[src/design/histPkg.sv]
package histPkg;

    // APB register bus
    localparam int APB_ADDR_BITS = 12;
    localparam int APB_DATA_BITS = 32;

    // controller states, also reported in STATUS[6:4]
    typedef enum logic [2:0] {
        IDLE    = 3'd0,     // waiting for start
        CLEAR   = 3'd1,     // zeroing all bins
        ACQUIRE = 3'd2,     // counting events
        DRAIN   = 3'd3,     // last write-back in flight
        DONE    = 3'd4      // histogram ready for readout
    } histState_t;

    // register map
    typedef enum logic [APB_ADDR_BITS-1:0] {
        CTRL    = 12'h000,  // start bit and event target
        STATUS  = 12'h004,  // busy, done, state
        EVENTS  = 12'h008,  // accepted event count
        BINBASE = 12'h100   // first bin word
    } regAddr_t;

endpackage

[src/design/histRam.sv]
module histRam #(
    parameter int binBits = 6,
    parameter int countBits = 16
) (
    input  logic                 clk,
    input  logic                 wrEn,
    input  logic [binBits-1:0]   wrAddr,
    input  logic [countBits-1:0] wrData,
    input  logic [binBits-1:0]   rdAddrA,
    input  logic [binBits-1:0]   rdAddrB,
    output logic [countBits-1:0] rdDataA,
    output logic [countBits-1:0] rdDataB
);

    localparam int depth = 2 ** binBits;

    logic [countBits-1:0] mem [depth];  // one count per bin

    always_ff @(posedge clk) begin
        if (wrEn) begin
            mem[wrAddr] <= wrData;
        end
    end

    // both ports see the old word on a same-edge collision
    always_ff @(posedge clk) begin
        rdDataA <= mem[rdAddrA];        // controller side
        rdDataB <= mem[rdAddrB];        // APB readout side
    end

    // a write with an unknown address would corrupt a random bin
    assert property (@(posedge clk) wrEn |-> !$isunknown(wrAddr))
        else $error("histRam write with unknown address");

endmodule

[src/design/histController.sv]
module histController #(
    parameter int binBits = 6,
    parameter int countBits = 16,
    parameter int eventBits = 24
) (
    input  logic                 clk,
    input  logic                 res,
    input  logic                 eventValid,
    input  logic [binBits-1:0]   eventBin,
    input  logic                 start,
    input  logic [eventBits-1:0] eventTarget,
    input  logic [countBits-1:0] rdData,
    output logic                 eventReady,
    output logic                 busy,
    output logic                 done,
    output histPkg::histState_t  state,
    output logic [eventBits-1:0] eventCount,
    output logic                 wrEn,
    output logic [binBits-1:0]   wrAddr,
    output logic [countBits-1:0] wrData,
    output logic [binBits-1:0]   rdAddr
);
    import histPkg::*;

    logic                 accept;
    logic                 s1Valid;      // event waiting for its read data
    logic [binBits-1:0]   s1Bin;
    logic                 lastValid;    // word written on the previous edge
    logic [binBits-1:0]   lastBin;
    logic [countBits-1:0] lastData;
    logic [countBits-1:0] oldCount;
    logic [countBits-1:0] newCount;

    assign eventReady = (state == ACQUIRE) && (eventCount != eventTarget);
    assign accept = eventValid && eventReady;
    assign rdAddr = eventBin;           // read issued on the accept edge
    assign busy = (state == CLEAR) || (state == ACQUIRE) || (state == DRAIN);
    assign done = (state == DONE);

    // Memory data can be stale by up to two events. The write stage holds the
    // newest count, and the word written on the last edge collided with our read.
    always_comb begin
        if (wrEn && wrAddr == s1Bin) begin
            oldCount = wrData;
        end else if (lastValid && lastBin == s1Bin) begin
            oldCount = lastData;
        end else begin
            oldCount = rdData;
        end
        newCount = (oldCount == '1) ? oldCount : oldCount + 1'b1;  // saturate
    end

    always_ff @(posedge clk or negedge res) begin
        if (!res) begin
            state <= IDLE;
            eventCount <= '0;
            s1Valid <= 1'b0;
            lastValid <= 1'b0;
            wrEn <= 1'b0;
        end else begin
            s1Valid <= accept;
            lastValid <= wrEn;
            case (state)
                IDLE, DONE: begin
                    wrEn <= 1'b0;
                    if (start) begin
                        state <= CLEAR;
                        eventCount <= '0;
                        wrEn <= 1'b1;           // first clear write
                    end
                end
                CLEAR: begin
                    if (&wrAddr) begin
                        state <= ACQUIRE;
                        wrEn <= 1'b0;
                    end
                end
                ACQUIRE: begin
                    wrEn <= s1Valid;
                    if (accept) begin
                        eventCount <= eventCount + 1'b1;
                    end
                    if (eventCount == eventTarget) begin
                        state <= DRAIN;         // ready already low
                    end
                end
                DRAIN: begin
                    wrEn <= 1'b0;               // final event is in the write stage
                    state <= DONE;
                end
                default: begin
                    wrEn <= 1'b0;
                    state <= IDLE;
                end
            endcase
        end
    end

    always_ff @(posedge clk) begin
        s1Bin <= eventBin;
        lastBin <= wrAddr;
        lastData <= wrData;
        case (state)
            IDLE, DONE: begin
                wrAddr <= '0;
                wrData <= '0;
            end
            CLEAR: begin
                wrAddr <= wrAddr + 1'b1;        // walk all bins
                wrData <= '0;
            end
            default: begin
                wrAddr <= s1Bin;
                wrData <= newCount;
            end
        endcase
    end

    assert property (@(posedge clk) disable iff (!res)
        !(wrEn && (state == IDLE || state == DONE)))
        else $error("memory write outside clear or acquisition");

    // every accepted event reaches the write port two edges later
    assert property (@(posedge clk) disable iff (!res)
        (state == ACQUIRE || state == DRAIN) |-> wrEn == $past(accept, 2))
        else $error("accepted event not written back on time");

endmodule

[src/design/histApbRegs.sv]
module histApbRegs #(
    parameter int binBits = 6,
    parameter int countBits = 16,
    parameter int eventBits = 24
) (
    input  logic                              clk,
    input  logic                              res,
    input  logic                              psel,
    input  logic                              penable,
    input  logic                              pwrite,
    input  logic [histPkg::APB_ADDR_BITS-1:0] paddr,
    input  logic [histPkg::APB_DATA_BITS-1:0] pwdata,
    input  logic                              busy,
    input  logic                              done,
    input  histPkg::histState_t               state,
    input  logic [eventBits-1:0]              eventCount,
    input  logic [countBits-1:0]              binData,
    output logic [histPkg::APB_DATA_BITS-1:0] prdata,
    output logic                              pready,
    output logic                              pslverr,
    output logic                              start,
    output logic [eventBits-1:0]              eventTarget,
    output logic [binBits-1:0]                binAddr
);
    import histPkg::*;

    logic                     access;
    logic                     isReg;
    logic                     isBin;
    logic                     binWait;      // bin read has had its wait cycle
    logic [APB_ADDR_BITS-1:0] binOffset;

    assign access = psel && penable;
    assign binOffset = paddr - BINBASE;
    assign binAddr = binOffset[binBits+1:2];    // word index into the bins
    assign isReg = (paddr == CTRL) || (paddr == STATUS) || (paddr == EVENTS);
    assign isBin = (paddr >= BINBASE) && (binOffset[APB_ADDR_BITS-1:2] < 2 ** binBits);
    assign pready = access && (!isBin || binWait);
    assign pslverr = pready && !isReg && !isBin;    // unmapped offset

    always_ff @(posedge clk or negedge res) begin
        if (!res) begin
            binWait <= 1'b0;
        end else begin
            binWait <= access && isBin && !binWait;
        end
    end

    always_comb begin
        prdata = '0;
        if (isBin) begin
            prdata[countBits-1:0] = binData;
        end else begin
            case (paddr)
                CTRL: begin
                    prdata[8 +: eventBits] = eventTarget;
                end
                STATUS: begin
                    prdata[0] = busy;
                    prdata[1] = done;
                    prdata[6:4] = state;
                end
                EVENTS: begin
                    prdata[eventBits-1:0] = eventCount;
                end
                default: begin
                    prdata = '0;
                end
            endcase
        end
    end

    always_ff @(posedge clk or negedge res) begin
        if (!res) begin
            start <= 1'b0;
            eventTarget <= '0;
        end else begin
            start <= 1'b0;                      // single cycle pulse
            if (pready && pwrite && paddr == CTRL && !busy) begin
                start <= pwdata[0];
                eventTarget <= pwdata[8 +: eventBits];
            end
        end
    end

    // a bin read completes after exactly one wait state
    assert property (@(posedge clk) disable iff (!res)
        access && isBin && !pready |=> pready)
        else $error("bin read did not complete after one wait state");

endmodule

[src/design/histTop.sv]
module histTop #(
    parameter int binBits = 6,
    parameter int countBits = 16,
    parameter int eventBits = 24
) (
    input  logic                              clk,
    input  logic                              res,
    input  logic                              psel,
    input  logic                              penable,
    input  logic                              pwrite,
    input  logic [histPkg::APB_ADDR_BITS-1:0] paddr,
    input  logic [histPkg::APB_DATA_BITS-1:0] pwdata,
    output logic [histPkg::APB_DATA_BITS-1:0] prdata,
    output logic                              pready,
    output logic                              pslverr,
    input  logic                              eventValid,
    input  logic [binBits-1:0]                eventBin,
    output logic                              eventReady
);
    import histPkg::*;

    logic                 start;
    logic [eventBits-1:0] eventTarget;
    logic                 busy;
    logic                 done;
    histState_t           state;
    logic [eventBits-1:0] eventCount;
    logic                 wrEn;
    logic [binBits-1:0]   wrAddr;
    logic [countBits-1:0] wrData;
    logic [binBits-1:0]   rdAddr;       // controller read-modify-write port
    logic [countBits-1:0] rdData;
    logic [binBits-1:0]   binAddr;      // APB readout port
    logic [countBits-1:0] binData;

    histController #(.binBits(binBits), .countBits(countBits), .eventBits(eventBits)) ctrl (
        .clk(clk), .res(res), .eventValid(eventValid), .eventBin(eventBin),
        .start(start), .eventTarget(eventTarget), .rdData(rdData),
        .eventReady(eventReady), .busy(busy), .done(done), .state(state),
        .eventCount(eventCount), .wrEn(wrEn), .wrAddr(wrAddr), .wrData(wrData),
        .rdAddr(rdAddr)
    );

    histRam #(.binBits(binBits), .countBits(countBits)) ram (
        .clk(clk), .wrEn(wrEn), .wrAddr(wrAddr), .wrData(wrData),
        .rdAddrA(rdAddr), .rdAddrB(binAddr), .rdDataA(rdData), .rdDataB(binData)
    );

    histApbRegs #(.binBits(binBits), .countBits(countBits), .eventBits(eventBits)) regs (
        .clk(clk), .res(res), .psel(psel), .penable(penable), .pwrite(pwrite),
        .paddr(paddr), .pwdata(pwdata), .busy(busy), .done(done), .state(state),
        .eventCount(eventCount), .binData(binData), .prdata(prdata), .pready(pready),
        .pslverr(pslverr), .start(start), .eventTarget(eventTarget), .binAddr(binAddr)
    );

endmodule

[config.mk]
export PLATFORM = sky130hd
export DESIGN_NAME = histTop
export DESIGN_NICKNAME = d
export VERILOG_FILES = /design/src/design/histPkg.sv /design/src/design/histRam.sv /design/src/design/histController.sv /design/src/design/histApbRegs.sv /design/src/design/histTop.sv
export SDC_FILE = /design/constraint.sdc
export NUM_CORES = 2
export LEC_CHECK = 0
export BUFFER_PORTS_ARGS = -buffer_cell sky130_fd_sc_hd__buf_2
export CORE_MARGIN = 1.5
export CORE_UTILIZATION = 50
export CTS_BUF_LIST = sky130_fd_sc_hd__clkbuf_4 sky130_fd_sc_hd__clkbuf_8
export DETAILED_ROUTE_END_ITERATION = 12
export PLACE_DENSITY = 0.68
export SYNTH_ARGS = -nofsm -noshare
export SYNTH_HDL_FRONTEND = slang
export SYNTH_SLANG_ARGS = --single-unit
export TNS_END_PERCENT = 100
[constraint.sdc]
create_clock -name clk -period 2.9 [get_ports clk]
set_clock_uncertainty 0.05 [all_clocks]
set_input_delay 0.145 -clock clk [delete_from_list [all_inputs] [get_ports clk]]
set_output_delay 0.145 -clock clk [all_outputs]
set_load 0.1 [all_outputs]
## After elaboration in Yosys (flattened, before gate mapping)

Memories as Yosys holds them, arrays and structs flattened. A register that Yosys moved wholly into a read port is not among the register bits.
Cells that the tools add are included.

- Memories: 1
- Memory bits (writable): 1024
- Register bits after elaboration: 106
- Word-level logic and storage cells: 91
- Output and inout bits: 35
- Input port bits: 56

Memories:

| name | words | width | rd ports | clocked after Yosys merged registers in | wr ports | RTL line | source |
|---|---|---|---|---|---|---|---|
| ram.mem | 64 | 16 | 2 | 2 | 1 | histRam.sv:17 | `logic [countBits-1:0] mem [depth];` |

- Order comparisons: 2
- Add/sub/neg operators: 4
- Reduce and logical (&&, ||, !) cells: 31
- Equal/unequal tests: 15
- Muxes and demuxes: 25

Operators with widths:

| cell | number |
|---|---|
| $mux W16 | 5 |
| $mux W24 | 2 |
| $pmux W24 S2 | 1 |
| $pmux W16 S2 | 1 |
| $add A24 B1 Y24 const B | 1 |
| $eq A24 B24 Y1 | 1 |
| $ne A24 B24 Y1 | 1 |
| $add A16 B1 Y16 const B | 1 |
| $eq A16 B16 Y1 const B | 1 |
| $logic_and A1 B1 Y1 | 14 |
| $eq A12 B3 Y1 const B | 1 |
| $eq A12 B4 Y1 const B | 1 |
| $eq A6 B6 Y1 | 2 |
| $ge A12 B9 Y1 const B | 1 |
| $logic_not A12 Y1 | 1 |
| $pmux W3 S4 | 1 |
| $pmux W6 S2 | 1 |
| $sub A12 B9 Y12 const B | 1 |
| $lt A10 B7 Y1 const B | 1 |
| $mux W3 | 3 |
| $mux W8 | 1 |
| $add A6 B1 Y6 const B | 1 |
| $eq A3 B2 Y1 const B | 2 |
| $mux W1 | 6 |
| other kinds (16) | 26 |

## Logic depth before layout (Yosys ltp)

- Word-level depth: 10
- Depth in mapped cells: 14
- Gate-level depth less buffers: 9

## Cells and area by module

Synthesis repeated with hierarchy kept, for this count alone.

- Cell total of the unflattened synthesis: 3157
- Area total of the unflattened synthesis: 54408.4 um2

Modules (own cells, without submodules):

| module | area an instance (um2) | seq. area each (um2) | times used | cells an instance |
|---|---|---|---|---|
| histRam | 48836.8 | 31390.1 | 1 | 2582 |
| histController | 3987.6 | 1751.7 | 1 | 431 |
| histApbRegs | 1584.0 | 650.6 | 1 | 144 |

## Least setup slack after synthesis

Ideal clock, no wire load.

- Path type: input to output
- Start point: input port paddr[3] in the netlist's numbering
- End point: output port prdata[14] in the netlist's numbering
- Arrival time: 3974 ps
- Path slack: -1269 ps
- Cell stages on the path: 8
- Cell sequence: clkbuf_1 clkbuf_1 buf_2 buf_1 buf_2 buf_2 mux2i_1 o21ai_0

- Cells in the longest elaborated chain, start to end: 4

Ends and longest elaborated chain:

| element | RTL line | source |
|---|---|---|
| start, declared | histTop.sv:11 | `input logic [histPkg::APB_ADDR_BITS-1:0] paddr,` |
| $sub A12 B9 Y12 | histApbRegs.sv:34 | `assign binOffset = paddr - BINBASE;` |
| $lt A10 B7 Y1 | histApbRegs.sv:37 | `assign isBin = (paddr >= BINBASE) && (binOffset[APB_ADDR_BITS-1:2] < 2 ** binBits);` |
| $logic_and A1 B1 Y1 | histApbRegs.sv:37 |  |
| $mux W16 (*) | histApbRegs.sv:51 | `if (isBin) begin` |
| end, declared | histTop.sv:13 | `output logic [histPkg::APB_DATA_BITS-1:0] prdata,` |

Every way passes the cells marked *; elsewhere a longest branch is shown, timed or not.

## Worst setup path in the final report

- Start point: register ctrl.eventCount[9]
- End point: output port eventReady

- Cells in the longest elaborated chain, start to end: 2

Ends and longest elaborated chain:

| element | RTL line | source |
|---|---|---|
| start, declared | histController.sv:17 | `output logic [eventBits-1:0] eventCount,` |
| start signal, assigned | histController.sv:81 | `eventCount <= eventCount + 1'b1;` |
| $ne A24 B24 Y1 | histController.sv:34 | `assign eventReady = (state == ACQUIRE) && (eventCount != eventTarget);` |
| $logic_and A1 B1 Y1 | histController.sv:34 |  |
| end, declared | histTop.sv:18 | `output logic eventReady` |

No other way between the ends.

==> run_results.csv <==
group,metric,value,unit
layout,stdcell_count,4552,
global_routing,globalRoute.totalOverflow,0,
logic_synthesis,syn_inst,2570,
layout,final_nets,3066,
global_routing,grt_pass1_vias,31600,
clock_network,insertion_delay,880,ps
worst_setup_path,crit_family,"simple AND/OR/NAND/NOR gates",
worst_setup_path,cp_cell_sequence,"xor2_1 > nor4_1 > nand4_1 > o31a_1 > buf_4",
worst_hold_path,hold_start,"paddr[7]",
logic_synthesis,synth_compound_area_share,1.55,%
logic_synthesis,syn-mean-instance-area,20.6,sq um
worst_setup_path,worst_setup_path_end_kind,"output pin",
logic_synthesis,ys_warn_count,0,
placement,io_buffers,83,
placement,dp_cells,4120,
layout,fill_cells,7371,
sta,worst_slew_pin_slew,913,ps
logic_synthesis,synth_adder_area_share,0.0707,%
sta,fmax,357,MHz
worst_setup_path,timing.critical_path.buf_inv,1,
worst_setup_path,critPathLaunch,"ctrl.eventCount[9]$_DFFE_PN0P_",
logic_synthesis,muxShareOfSynthArea,29.2,%
worst_setup_path,critPathSlowestCell,"dfrtp_1",
route,routed_via_density,6.73,
sta,period_share,96.7,%
run,cap_violations,0,
clock_network,cts_inserted_buffers,186,
worst_setup_path,slowest_delay,460,ps
route,ant_nets,0,
floorplanning,start_util,50.4,%
global_routing,grt_max_degree,67,
logic_synthesis,synthSimpleGateAreaFrac,2.85,%
logic_synthesis,ys_top_cells_by_count,"edfxtp_1, mux4_2, nor2_1, clkbuf_1, dfxtp_1",
worst_setup_path,cp_data_arrival_time,2610,ps
layout,synthToLayoutAreaGrowth,17.8,%
sta,layout_setup_ws,95.7,ps
floorplanning,dieArea,108000,sq um
worst_setup_path,path_max_fanout,6,
logic_synthesis,synth_seq_cells,1162,
worst_setup_path,r2r-start,"ctrl.s1Bin[0]$_DFF_P_",
route,wl,157000,um
route,first_pass_iters,8,
logic_synthesis,synthDistinctLibCells,68,
sta,setup_viol,0,
logic_synthesis,yosysSeqAreaShare,63.7,%
logic_synthesis,synth_nets,2629,
power,p_leak,23.3,nW
clock_network,clockBufferDepth,3,
clock_network,cts_sinks,1162,
logic_synthesis,synth_edf_count,1024,
route,wl_per_cell,34.5,um
power,power_density,539,nW/um^2
placement,globalplace.congestion,0.944,
sta,fin_crit,2800,ps
placement,dp.final_hpwl,100000,um
worst_hold_path,worstHoldPathType,"in -> reg",
clock_network,htree_levels,4,
worst_setup_path,critPathRequiredTime,2710,ps
logic_synthesis,synth.most_common_cell,"edfxtp_1",
logic_synthesis,synthTopCellsByArea,"edfxtp_1, mux4_2, dfxtp_1",
floorplanning,die_x,329,um
logic_synthesis,synth_top_family_by_area,"multiplexers",
global_routing,antenna_found_initial,13,
clock_network,cts.clk_slew.worst_paths,60,ps
logic_synthesis,synth_flop_cell,"edfxtp_1",
layout,final-seq-area,33800,sq um
worst_setup_path,start_kind,"register",
logic_synthesis,netlist.area_leader.share,57.9,%
global_routing,grt_pass1_wl,224000,um
clock_network,cts_tree,"yes",
layout,drive_above_1_share,47.1,%
route,first_iter_violations,3957,
floorplanning,die_h,329,um
floorplanning,core.rowCount,119,
logic_synthesis,synth_area,53100,sq um
route,drc,0,
clock_network,clockRootBuffer,"clkbuf_8",
logic_synthesis,yosysTopAreaCell,"edfxtp_1",
sta,slew_violations,0,
sta,rsz0062_at_grt,"true",
worst_setup_path,worstSetupPathType,"reg -> out",
power,peakVddDrop,0.465,mV
sta,hold_viol_final,0,
logic_synthesis,synthArstFlopShare,4.82,%
placement,dp_slack,-35.2,ps
layout,multiInputGateArea,18700,sq um
logic_synthesis,synth-xor-area-share,0.988,%
sta,slew_headroom,39.1,%
global_routing,track_usage,29.6,%
route,vias,30600,
floorplanning,core,105000,sq um
floorplanning,ios,91,
sta,hold_ws,74.1,ps
run_status,status,"completed",
==> stage by stage <==
step	TNS [ps]	utilization, %	instance area (sq um)	power, mW
finish	0	59.4	62500	33.7
global route	-31.1	59.4	62500	34.6
CTS	0	59.3	62400	33.9
detailed placement	-35.2	54.8	57700	19.7
global placement	0	54.8	57700	19.7
floorplan	0	-	53100	19.2
==> worst min-delay path: cells and delay by family <==
family,cells,cell delay (ps)
buffers and inverters,2,500
multiplexers,1,290
==> cell usage in the layout (no fill, tap or decap), types with 5 or more instances in the layout <==
master	instances
edfxtp_1	1024
mux4_2	661
buf_4	221
clkbuf_8	203
dlygate4sd3_1	88
buf_12	79
nor2_2	73
dfxtp_1	66
dfrtp_1	55
clkbuf_4	54
nand2_1	49
buf_2	42
nor2_1	41
nand3_1	36
xor2_1	33
mux2_2	33
clkinv_1	33
clkinv_2	31
a21oi_1	29
mux2i_1	26
xnor2_1	25
nor3_1	21
o21ai_0	20
o21ai_1	17
or3_1	17
dfxtp_2	16
and2_1	12
o21ai_2	11
and3_1	10
inv_1	9
nand4_1	9
a31oi_2	9
bufinv_16	6
diode_2	5
nor2b_1	5
==> worst paths after layout <==
check / to / slack, ps / cells past startpoint
worst max register to register: ctrl.wrData[9]$_SDFF_PP0_ / 100 / 10
max in group asynchronous: regs.eventTarget[9]$_DFFE_PN0P_ / 2140 / 4
worst min register to register: ctrl.wrEn$_DFFE_PN0P_ / 440 / 2
worst min-delay path: ram.rdDataB[0]$_DFF_P_ / 70 / 3
worst max-delay path: eventReady / 100 / 5
min in group asynchronous: regs.binWait$_DFF_PN0_ / 420 / 4
==> where the power goes <==
part / switching (mW) / total [mW] / internal (mW)
combinational: 0.801 / 1.47 / 0.672
sequential: 0.0163 / 18.0 / 18.0
clock: 6.58 / 14.3 / 7.68
==> cell type report <==
cell class                 instances  area share (%)
clock inverter                    81           0.911
timing repair buffer             437            7.07
clock buffer                     256            5.11
sequential                      1162            54.1
tap                             1391            2.78
inverter                          10          0.0600
antenna                            5          0.0200
multi-input combinational       1210            30.0
==> routing by layer <==
| layer | vias to the layer above | share of wire, % | track usage [%] |
|---|---|---|---|
| li1 | 12000 | - | - |
| met1 | 16300 | 36 | 38.2 |
| met2 | 1866 | 48 | 47.1 |
| met3 | 396 | 9.8 | 6.91 |
| met4 | 12 | 5.8 | 15.7 |
| met5 | - | 0.069 | 0 |
==> logic make-up after synthesis <==
family | Yosys count
DFF | 1162
muxes | 720
and+or+nand+nor | 306
buffers and inverters | 198
AOI/OAI and AO/OA | 122
xor gates and xnor gates | 59
adders and majority gates | 3
==> registers in the layout, indices dropped and copies added, names as in the netlist <==
register and cells:
ctrl.state 3, ctrl.lastBin 6, ram.rdDataA 16, ram.mem 1024, ctrl.wrEn 1, ctrl.s1Valid 1, ctrl.eventCount 24, regs.binWait 1
ctrl.wrAddr 6, regs.start 1, ctrl.lastData 16, ctrl.lastValid 1, ctrl.s1Bin 6, regs.eventTarget 24, ctrl.wrData 16, ram.rdDataB 16
==> what timing repair did <==
item                                    CTS  global route
hold endpoints to repair                134             0
gates resized for setup                   2            21
cloned                                    0             0
hold buffers                             89             0
endpoints found under the setup margin    3            17
setup buffers                             0             1
pin swaps                                 1             3
Note: power is estimated with default switching activity, not from simulation.
